==> src/powerIsaPkg.sv <==
package powerIsaPkg;

	localparam int regWidth = 5;
	localparam int xopWidth = 10;
	localparam int instrWidth = 32;
	localparam int primaryWidth = instrWidth - 3 * regWidth - xopWidth - 1;

	////////////////////
	// X-form word, POWER bit 0 is the msb
	////////////////////
	typedef struct packed {
		logic [primaryWidth-1:0] primaryOp;
		logic [regWidth-1:0] rt;
		logic [regWidth-1:0] ra;
		logic [regWidth-1:0] rb;
		logic [xopWidth-1:0] xOpcode;
		logic recordBit;
	} instrWord_t;

	typedef enum logic [primaryWidth-1:0] {
		primaryX31 = 6'd31,
		primaryFp59 = 6'd59,
		primaryFp63 = 6'd63
	} primaryOp_e;

	////////////////////
	// load/store under 31
	////////////////////
	typedef enum logic [xopWidth-1:0] {
		xLbzx = 10'd87, xLbzux = 10'd119,
		xLhzx = 10'd279, xLhzux = 10'd311,
		xLhax = 10'd343, xLhaux = 10'd375,
		xLwzx = 10'd23, xLwzux = 10'd55,
		xLwax = 10'd341, xLwaux = 10'd373,
		xLdx = 10'd21, xLdux = 10'd53,
		xStbx = 10'd215, xStbux = 10'd247,
		xSthx = 10'd407, xSthux = 10'd439,
		xStwx = 10'd151, xStwux = 10'd183,
		xStdx = 10'd149, xStdux = 10'd181,
		xLhbrx = 10'd790, xLwbrx = 10'd534, xLdbrx = 10'd532, // byte reverse
		xSthbrx = 10'd918, xStwbrx = 10'd662, xStdbrx = 10'd660,
		xLswi = 10'd597, xLswx = 10'd533, // string forms
		xStswi = 10'd725, xStswx = 10'd661,
		xLfsx = 10'd535, xLfsux = 10'd567, // float loads
		xLfdx = 10'd599, xLfdux = 10'd631,
		xLfiwzx = 10'd887, xLfiwax = 10'd855, xLfdpx = 10'd791,
		xStfsx = 10'd663, xStfsux = 10'd695, // float stores
		xStfdx = 10'd727, xStfdux = 10'd759,
		xStfiwx = 10'd983, xStfdpx = 10'd919
	} ldStXop_e;

	////////////////////
	// fixed point and trap under 31
	////////////////////
	typedef enum logic [xopWidth-1:0] {
		xCmp = 10'd0, xCmpl = 10'd32, xCmprb = 10'd192, xCmpeqb = 10'd224,
		xTw = 10'd4, xTd = 10'd68,
		xAnd = 10'd28, xOr = 10'd444, xXor = 10'd316, xNand = 10'd476,
		xNor = 10'd124, xEqv = 10'd284, xAndc = 10'd60, xOrc = 10'd412,
		xExtsb = 10'd954, xExtsh = 10'd922, xExtsw = 10'd986,
		xCntlzw = 10'd26, xCnttzw = 10'd538, xCntlzd = 10'd58, xCnttzd = 10'd570,
		xCmpb = 10'd508, xBpermd = 10'd252,
		xPopcntb = 10'd122, xPopcntw = 10'd378, xPopcntd = 10'd506,
		xPrtyd = 10'd186, xPrtyw = 10'd154,
		xSlw = 10'd24, xSrw = 10'd536, xSrawi = 10'd824, xSraw = 10'd792,
		xSld = 10'd27, xSrd = 10'd539, xSrad = 10'd794,
		xCdtbcd = 10'd282, xCbcdtd = 10'd314,
		xMfvsrd = 10'd51, xMfvsrld = 10'd307, xMfvsrwz = 10'd115,
		xMtvsrd = 10'd179, xMtvsrwa = 10'd211, xMtvsrwz = 10'd243,
		xMtvsrdd = 10'd435, xMtvsrws = 10'd403,
		xModsw = 10'd779, xModuw = 10'd267, xModsd = 10'd777, xModud = 10'd265,
		xDarn = 10'd755, xMcrxrx = 10'd576, xSetb = 10'd128
	} fixedXop_e;

	////////////////////
	// floating point under 63, xFcfidu also valid under 59
	////////////////////
	typedef enum logic [xopWidth-1:0] {
		xFmr = 10'd72, xFneg = 10'd40, xFabs = 10'd264, xFnabs = 10'd136,
		xFcpsgn = 10'd8, xFmrgew = 10'd966, xFmrgow = 10'd838,
		xFtdiv = 10'd128, xFtsqrt = 10'd160, xFrsp = 10'd12,
		xFctid = 10'd814, xFctidz = 10'd815, xFctidu = 10'd942, xFctiduz = 10'd943,
		xFctiw = 10'd14, xFctiwz = 10'd15, xFctiwu = 10'd142, xFctiwuz = 10'd143,
		xFcfid = 10'd846, xFcfidu = 10'd974,
		xFrin = 10'd392, xFriz = 10'd424, xFrip = 10'd456, xFrim = 10'd488,
		xFcmpu = 10'd0, xFcmpo = 10'd32,
		xMcrfs = 10'd64, xMtfsfi = 10'd134, xMtfsb0 = 10'd70, xMtfsb1 = 10'd38
	} floatXop_e;

endpackage

==> src/dispatchPkg.sv <==
package dispatchPkg;

	// target unit for dispatch
	typedef enum logic [2:0] {
		fixedUnit,
		floatUnit,
		loadStoreUnit,
		branchUnit,
		trapUnit
	} unit_e;

	// one classifier's verdict
	typedef struct packed {
		logic hit;
		unit_e unit;
		logic raZeroIsLiteral; // ra == 0 reads as literal zero
	} classHit_t;

	typedef struct packed {
		logic [powerIsaPkg::xopWidth-1:0] xOpcode;
		logic [powerIsaPkg::regWidth-1:0] rt;
		logic [powerIsaPkg::regWidth-1:0] ra;
		logic [powerIsaPkg::regWidth-1:0] rb;
		logic recordBit;
		unit_e unit;
		logic raZeroIsLiteral;
	} decodedOp_t;

endpackage

==> src/loadStoreClassifier.sv <==
`timescale 1ns/1ns

module loadStoreClassifier (
	input powerIsaPkg::instrWord_t instruction_i,
	output dispatchPkg::classHit_t hit_o
);

	import powerIsaPkg::*;
	import dispatchPkg::*;

	always_comb begin
		hit_o = '{hit: 1'b0, unit: loadStoreUnit, raZeroIsLiteral: 1'b0};
		if (instruction_i.primaryOp == primaryX31) begin
			case (instruction_i.xOpcode)
				// plain indexed forms, ra of zero means zero
				xLbzx, xLhzx, xLhax, xLwzx, xLwax, xLdx,
				xStbx, xSthx, xStwx, xStdx,
				xLhbrx, xLwbrx, xLdbrx, xSthbrx, xStwbrx, xStdbrx,
				xLswi, xLswx, xStswi, xStswx,
				xLfsx, xLfdx, xLfiwzx, xLfiwax, xLfdpx,
				xStfsx, xStfdx, xStfiwx, xStfdpx: begin
					hit_o.hit = 1'b1;
					hit_o.raZeroIsLiteral = 1'b1;
				end
				// update forms write ra back
				xLbzux, xLhzux, xLhaux, xLwzux, xLwaux, xLdux,
				xStbux, xSthux, xStwux, xStdux,
				xLfsux, xLfdux, xStfsux, xStfdux: begin
					hit_o.hit = 1'b1;
				end
				default: begin
					hit_o.hit = 1'b0;
				end
			endcase
		end
	end

endmodule

==> src/fixedPointClassifier.sv <==
`timescale 1ns/1ns

module fixedPointClassifier (
	input powerIsaPkg::instrWord_t instruction_i,
	output dispatchPkg::classHit_t hit_o
);

	import powerIsaPkg::*;
	import dispatchPkg::*;

	// ra is always a real register here
	always_comb begin
		hit_o = '{hit: 1'b0, unit: fixedUnit, raZeroIsLiteral: 1'b0};
		if (instruction_i.primaryOp == primaryX31) begin
			case (instruction_i.xOpcode)
				xTw, xTd: begin
					hit_o.hit = 1'b1;
					hit_o.unit = trapUnit;
				end
				xCmp, xCmpl, xCmprb, xCmpeqb, // compares
				xAnd, xOr, xXor, xNand, xNor, xEqv, xAndc, xOrc,
				xExtsb, xExtsh, xExtsw,
				xCntlzw, xCnttzw, xCntlzd, xCnttzd,
				xCmpb, xBpermd,
				xPopcntb, xPopcntw, xPopcntd,
				xPrtyd, xPrtyw,
				xSlw, xSrw, xSrawi, xSraw, xSld, xSrd, xSrad, // shifts
				xCdtbcd, xCbcdtd,
				xMfvsrd, xMfvsrld, xMfvsrwz, // vsr moves
				xMtvsrd, xMtvsrwa, xMtvsrwz, xMtvsrdd, xMtvsrws,
				xModsw, xModuw, xModsd, xModud,
				xDarn, xMcrxrx, xSetb: begin
					hit_o.hit = 1'b1;
				end
				default: begin
					hit_o.hit = 1'b0;
				end
			endcase
		end
	end

endmodule

==> src/floatClassifier.sv <==
`timescale 1ns/1ns

module floatClassifier (
	input powerIsaPkg::instrWord_t instruction_i,
	output dispatchPkg::classHit_t hit_o
);

	import powerIsaPkg::*;
	import dispatchPkg::*;

	always_comb begin
		hit_o = '{hit: 1'b0, unit: floatUnit, raZeroIsLiteral: 1'b0};
		if (instruction_i.primaryOp == primaryFp63) begin
			case (instruction_i.xOpcode)
				xFmr, xFneg, xFabs, xFnabs, xFcpsgn, xFmrgew, xFmrgow,
				xFtdiv, xFtsqrt, xFrsp,
				xFctid, xFctidz, xFctidu, xFctiduz, // to integer
				xFctiw, xFctiwz, xFctiwu, xFctiwuz,
				xFcfid, xFcfidu, // from integer
				xFrin, xFriz, xFrip, xFrim,
				xFcmpu, xFcmpo,
				xMcrfs, xMtfsfi, xMtfsb0, xMtfsb1: begin
					hit_o.hit = 1'b1;
				end
				default: begin
					hit_o.hit = 1'b0;
				end
			endcase
		end else if (instruction_i.primaryOp == primaryFp59) begin
			// single precision convert is the only 59 entry
			hit_o.hit = (instruction_i.xOpcode == xFcfidu);
		end
	end

endmodule

==> src/decodeIssueStage.sv <==
`timescale 1ns/1ns

module decodeIssueStage (
	input logic clock_i,
	input logic reset_i,
	input logic enable_i,
	input powerIsaPkg::instrWord_t instruction_i,
	input dispatchPkg::classHit_t ldStHit_i,
	input dispatchPkg::classHit_t fixedHit_i,
	input dispatchPkg::classHit_t floatHit_i,
	output dispatchPkg::decodedOp_t decoded_o,
	output logic valid_o
);

	import dispatchPkg::*;

	classHit_t selHit;
	decodedOp_t nextOp;
	logic issue;

	// classifier tables are disjoint
	always_comb begin
		selHit = '{hit: 1'b0, unit: fixedUnit, raZeroIsLiteral: 1'b0};
		if (ldStHit_i.hit)
			selHit = ldStHit_i;
		else if (fixedHit_i.hit)
			selHit = fixedHit_i;
		else if (floatHit_i.hit)
			selHit = floatHit_i;
	end

	always_comb begin
		nextOp.xOpcode = instruction_i.xOpcode;
		nextOp.rt = instruction_i.rt;
		nextOp.ra = instruction_i.ra;
		nextOp.rb = instruction_i.rb;
		nextOp.recordBit = instruction_i.recordBit; // bit 31 for every primary
		nextOp.unit = selHit.unit;
		nextOp.raZeroIsLiteral = selHit.raZeroIsLiteral;
	end

	assign issue = enable_i & selHit.hit;

	always_ff @(posedge clock_i) begin
		if (reset_i)
			valid_o <= 1'b0;
		else
			valid_o <= issue;
	end

	always_ff @(posedge clock_i) begin
		if (issue)
			decoded_o <= nextOp; // holds otherwise
	end

	////////////////////
	// checks
	////////////////////
	oneClassifierHit: assert property (@(posedge clock_i) disable iff (reset_i)
		$onehot0({ldStHit_i.hit, fixedHit_i.hit, floatHit_i.hit}));

	validLowAfterReset: assert property (@(posedge clock_i)
		reset_i |=> !valid_o);

endmodule

==> src/xFormDecoder.sv <==
`timescale 1ns/1ns

module xFormDecoder (
	input logic clock_i,
	input logic reset_i,
	input logic enable_i,
	input powerIsaPkg::instrWord_t instruction_i,
	output dispatchPkg::decodedOp_t decoded_o,
	output logic valid_o
);

	import dispatchPkg::*;

	classHit_t ldStHit;
	classHit_t fixedHit;
	classHit_t floatHit;

	loadStoreClassifier u_ldSt (
		.instruction_i(instruction_i),
		.hit_o(ldStHit)
	);

	fixedPointClassifier u_fixed (
		.instruction_i(instruction_i),
		.hit_o(fixedHit)
	);

	floatClassifier u_float (
		.instruction_i(instruction_i),
		.hit_o(floatHit)
	);

	decodeIssueStage u_issue (
		.clock_i(clock_i),
		.reset_i(reset_i),
		.enable_i(enable_i),
		.instruction_i(instruction_i),
		.ldStHit_i(ldStHit),
		.fixedHit_i(fixedHit),
		.floatHit_i(floatHit),
		.decoded_o(decoded_o),
		.valid_o(valid_o)
	);

endmodule

==> config.mk <==
export PLATFORM = sky130hd
export DESIGN_NAME = xFormDecoder
export DESIGN_NICKNAME = d
export VERILOG_FILES = /design/src/powerIsaPkg.sv /design/src/dispatchPkg.sv /design/src/loadStoreClassifier.sv /design/src/fixedPointClassifier.sv /design/src/floatClassifier.sv /design/src/decodeIssueStage.sv /design/src/xFormDecoder.sv
export SDC_FILE = /design/constraint.sdc
export NUM_CORES = 1
export LEC_CHECK = 0
export BUFFER_PORTS_ARGS = -buffer_cell sky130_fd_sc_hd__buf_2
export CAP_MARGIN = 0
export CELL_PAD_IN_SITES_DETAIL_PLACEMENT = 2
export CELL_PAD_IN_SITES_GLOBAL_PLACEMENT = 2
export CORE_ASPECT_RATIO = 2
export CORE_MARGIN = 2
export CORE_UTILIZATION = 25
export CTS_CLUSTER_SIZE = 14
export DETAILED_ROUTE_END_ITERATION = 10
export GPL_ROUTABILITY_DRIVEN = 0
export GPL_TIMING_DRIVEN = 0
export PLACE_DENSITY = 0.75
export SLEW_MARGIN = 20
export SYNTH_ARGS = -nofsm -noshare
export SYNTH_HDL_FRONTEND = slang
export SYNTH_SLANG_ARGS = --single-unit
==> constraint.sdc <==
create_clock -name clock_i -period 6.41 [get_ports clock_i]
set_input_delay 0.641 -clock clock_i [delete_from_list [all_inputs] [get_ports clock_i]]
set_output_delay 0.641 -clock clock_i [all_outputs]
set_load 0.01 [all_outputs]
-- Word-level counts from Yosys, hierarchy flattened
Index checks and enable logic that the tools add are counted.
- equality and inequality tests: 124
- multiplexer cells: 13
- bitwise operators: 1
- reduce and logical (&&, ||, !) cells: 6
- operator list (cell ; number):
    10-bit == test (second input constant) ; 45
    10-bit by 9-bit == test with 1-bit output (second input constant) ; 28
    10-bit by 8-bit == test with 1-bit output (second input constant) ; 20
    10-bit by 7-bit == test with 1-bit output (second input constant) ; 9
    10-bit by 6-bit == test with 1-bit output (second input constant) ; 8
    10-bit by 5-bit == test with 1-bit output (second input constant) ; 6
    52-bit OR reduction ; 1
    43-bit OR reduction ; 1
    10-bit by 4-bit == test with 1-bit output (second input constant) ; 4
    30-bit OR reduction ; 1
    29-bit OR reduction ; 1
    5-bit two-way mux ; 3
    6-bit == test (second input constant) ; 2
    10-bit by 3-bit == test with 1-bit output (second input constant) ; 1
    10-bit zero test ; 1
    1-bit two-way mux ; 8
    6-bit by 5-bit == test with 1-bit output (second input constant) ; 1
    4-bit two-way mux ; 1
    3-bit two-way mux ; 1
    2-bit OR reduction ; 1
    1-bit bitwise AND ; 1
- flip-flop bits (word level): 31
- input port bits: 35

-- Depth between registers and ports, before layout
- depth after elaboration: 8
- mapped depth: 8
- depth with buffers taken out: 6

-- Hierarchy
Synthesis repeated with hierarchy kept, for this count alone.
- cell total of the unflattened synthesis: 219
- area total of the unflattened synthesis: 2105.8 um^2
- by module, submodules not included (module ; times used ; cells each ; area each (um^2) ; sequential area each (um^2)):
    decodeIssueStage ; 1 ; 50 ; 1054.8 ; 920.9
    fixedPointClassifier ; 1 ; 75 ; 489.2 ; 0.0
    floatClassifier ; 1 ; 47 ; 291.5 ; 0.0
    loadStoreClassifier ; 1 ; 47 ; 270.3 ; 0.0

-- Worst setup path after synthesis
No wires, ideal clock.
- path type: input to register
- start: input instruction_i[10] in the netlist's numbering
- end: register, netlist name u_issue.decoded_o[0]
- library setup time: 0.435 ns
- arrival: 3.637 ns
- setup slack: 2.338 ns
- stages on the path: 7
- buffers on the path: 1
- cells stage by stage: buf_6 > or4b_4 > o31ai_2 > nand3b_1 > a21oi_2 > o2111ai_2 > a31oi_1
- longest elaborated chain between the ends: 8
- elaborated cells on any way between the ends: 136
- those cells by class: eq/ne: 121; mux: 10; bitwise: 1; reduce/logical: 4
- ends and longest elaborated chain (what ; RTL line ; source):
    start, declared ; xFormDecoder.sv:7 ; input powerIsaPkg::instrWord_t instruction_i,
    10-bit by 6-bit == test with 1-bit output (tied with other cells) ; fixedPointClassifier.sv:15, floatClassifier.sv:14 ;
    30-bit OR reduction ; floatClassifier.sv:14 ; case (instruction_i.xOpcode)
    1-bit two-way mux ; floatClassifier.sv:14 ;
    1-bit two-way mux ; floatClassifier.sv:13 ; if (instruction_i.primaryOp == primaryFp63) begin
    5-bit two-way mux ; decodeIssueStage.sv:28 ; else if (floatHit_i.hit)
    5-bit two-way mux ; decodeIssueStage.sv:26 ; else if (fixedHit_i.hit)
    5-bit two-way mux * ; decodeIssueStage.sv:24 ; if (ldStHit_i.hit)
    1-bit bitwise AND * ; decodeIssueStage.sv:42 ; assign issue = enable_i & selHit.hit;
    named net u_issue.issue ; decodeIssueStage.sv:19 ; logic issue;
Mark *: on every way through the listed nets, which the timed path passes. The rest lies on a longest branch.
A chain may end at the register's enable or synchronous reset.

-- Worst setup path in the final report
- start: input instruction_i[10] in the netlist's numbering
- end: register, netlist name u_issue.decoded_o[28]
- longest elaborated chain between the ends: 8
- elaborated cells on any way between the ends: 136
- those cells by class: eq/ne: 121; mux: 10; bitwise: 1; reduce/logical: 4
- ends and longest elaborated chain (what ; RTL line):
    10-bit by 6-bit == test with 1-bit output (tied with other cells) ; fixedPointClassifier.sv:15, floatClassifier.sv:14
    30-bit OR reduction ; floatClassifier.sv:14
    1-bit two-way mux ; floatClassifier.sv:14
    1-bit two-way mux ; floatClassifier.sv:13
    5-bit two-way mux ; decodeIssueStage.sv:28
    5-bit two-way mux ; decodeIssueStage.sv:26
    5-bit two-way mux * ; decodeIssueStage.sv:24
    1-bit bitwise AND * ; decodeIssueStage.sv:42
    named net u_issue.issue ; decodeIssueStage.sv:19
Marks and branches as above.

==> out/qor.csv <==
metric;value;unit
Yosys warning total;0;
io pins;66;
peak fanout along the critical path;17;
die height;125;microns
Slew HR;44.7;%
Initial Util;25.4;%
status;completed;
critical path's slowest cell;nor3_1;
Critical path buffers and inverters;4;
Seq/Total Area, Yosys;50.7;%
ant diodes;0;
CP Capture Type;flip-flop;
clock share of power;43.3;%
quantity of gates resized following cts;0;
Clock Tree Root;clkbuf_16;
die width;64.3;microns
asr flop ratio synth;0;%
Remaining Overflow, GRT;0;
core area;7160;sq um
Pwr per Cell Area;209;nW/um^2
number of hold buffers added after CTS;0;
WP data required;6.39;ns
area grow syn2layout;33.9;%
# nets final;283;
initial antenna violation count;0;
CTS tree;yes;
hpwl dp;4.76;mm
minimum clock period;3.18;ns
gate count of the mapped netlist;175;
syn nets;210;
Post-synth top flop;edfxtp_1;
CTS sink cnt;31;
first-pass GRT wire length;10.3;mm
synthesized area per cell;10.4;sq um
Via Count;1781;
total iterations of the first detailed-routing run;4;
total track usage;16.6;%
endpoints failing hold;0;
die area;8010;sq um
setup repair bufs after CTS;0;
pin count of the biggest net entering global routing;18;
Max clock buf depth;2;
Hold Crit Class;primary input to flip-flop;
number of remaining DRC errors;0;
max incr delay on CP;0.69;ns
site row count;44;
internal power;0.000386;W
critical path class;primary input to flip-flop;
Mapped Area;1820;sq um
WP data arrival;3.16;ns
PortBufs;65;
fin. max-slew vios;0;
max-cap viol count;0;
switching share of power;24.1;%
post-route setup TNS;0;ns
final total power;0.000509;W
final WL;6.39;mm
crit share post-route;49.6;%
antenna viol nets, final;0;
Post-synth EDFFs;30;
Worst Max-Slew Pin Slew;0.822;ns
final setup fails;0;
RSZ-0062 raised after global routing;no;
Achievable Freq;315;MHz
crit start category;primary input;
First DRT Iteration DRCs;51;
maximum vdd drop;0.148;mV
library cells used by synthesis;51;
CP delay by family, top;compound AO/OA/AOI/OAI gates;
vias in the first global route;1991;
sequential power share;44.0;%
combinational share of power;12.7;%
LEAKAGE;0.926;nW
Vias/cell;5.24;
Avg WL per Cell;18.8;microns
TritonCTS buffer count;5;
switching power of the nets;0.000123;W
CP Cell Sequence;buf_2 > buf_6 > clkbuf_1 > nor3_1 > o2111ai_1 > nand4_1 > o2111ai_2 > a31oi_4 > buf_16;
htree depth;2;
Worst-path clk slew;0.05;ns
layout cells sized above 1;37.5;%
FF+latch count, synth;31;
[area by class of cell]
type	instances	area, sq um
plain buffers	15	76.3
repair buffers	66	353
flip-flops and latches	31	921
fillers	831	4720
multi-input cells	121	806
inverters	8	30.0
well taps	92	115
clock buffers	5	125
clock inverters	2	8.76
[registers in the layout, indices dropped and copies added, names as in the netlist]
| name | flops |
|---|---|
| u_issue.decoded_o | 30 |
| u_issue.valid_o | 1 |
[synth_stat cells, types with 3 or more instances]
cell	count	area share (%)
edfxtp_1	30	50
buf_2	10	2.8
nand2_1	10	2.1
nor2_1	10	2.1
nor3_1	10	2.8
inv_1	8	1.7
nand3_1	7	1.9
o21ai_0	7	1.9
nand2b_1	6	2.1
a21oi_1	5	1.4
a31oi_1	5	1.7
nand3b_1	5	2.1
nor4_1	5	1.7
clkbuf_1	4	0.83
nand4_1	4	1.4
a21boi_0	3	1.2
and3b_1	3	1.4
[power groups by stage]
stage	Combinational [W]	Clock [W]	Sequential (W)
2_1_floorplan	0.0000334	0	0.000229
3_3_place_gp	0.0000606	0	0.000228
3_5_place_dp	0.0000633	0	0.000228
4_1_cts	0.0000643	0.000224	0.000224
5_1_grt	0.0000703	0.000236	0.000224
6_report	0.0000645	0.000220	0.000224
[kinds of logic after synthesis]
logic type | Yosys count | synth area share, %
buffers and inverters | 23 | 5.85
AO/OA/AOI/OAI | 44 | 18.1
multiplexers | 1 | 0.619
XOR/XNOR | 2 | 0.964
flip-flops | 31 | 50.7
AND/OR/NAND/NOR | 74 | 23.8
[layer usage]
layer | up-vias | track usage [%] | wire length [microns]
li1 | 826 | - | -
met5 | - | 0 | 0
met2 | 65 | 30.1 | 3520
met4 | 0 | 4.88 | 64
met1 | 882 | 18.8 | 2430
met3 | 8 | 3.61 | 380
[path summary, 6_finish.rpt]
kind	from	slack, ns	cells past startpoint	end
setup / recovery	instruction_i[10]	3.23	9	u_issue.decoded_o[28]
hold / removal	reset_i	0.54	2	u_issue.valid_o
[layout by cell type, fill, tap and decap left out, drive strengths merged, types with 3 or more instances in the layout]
cell / instances
a21boi: 3
nand3: 7
nor4: 5
edfxtp: 30
o21ai: 7
nand2b: 6
nor2: 10
nand4: 4
a31oi: 5
nand2: 10
a21oi: 6
inv: 8
clkbuf: 9
nand3b: 5
nor3: 10
and3b: 3
buf: 77
[through the flow]
| step | instance area, sq um | cells | setup slack (ns) | hold slack, ns | util [%] |
|---|---|---|---|---|---|
| after floorplan | 1820 | 175 | 2.34 | 0.717 | - |
| after global routing | 2430 | 340 | 2.99 | 0.539 | 34.0 |
| after global placement | 2260 | 332 | 1.29 | 0.814 | 31.6 |
| final | 2430 | 340 | 3.23 | 0.540 | 34.0 |
| after detailed placement | 2300 | 333 | 2.94 | 0.819 | 32.2 |
| after CTS | 2430 | 340 | 3.22 | 0.537 | 34.0 |
Note: power is estimated with default switching activity, not from simulation.
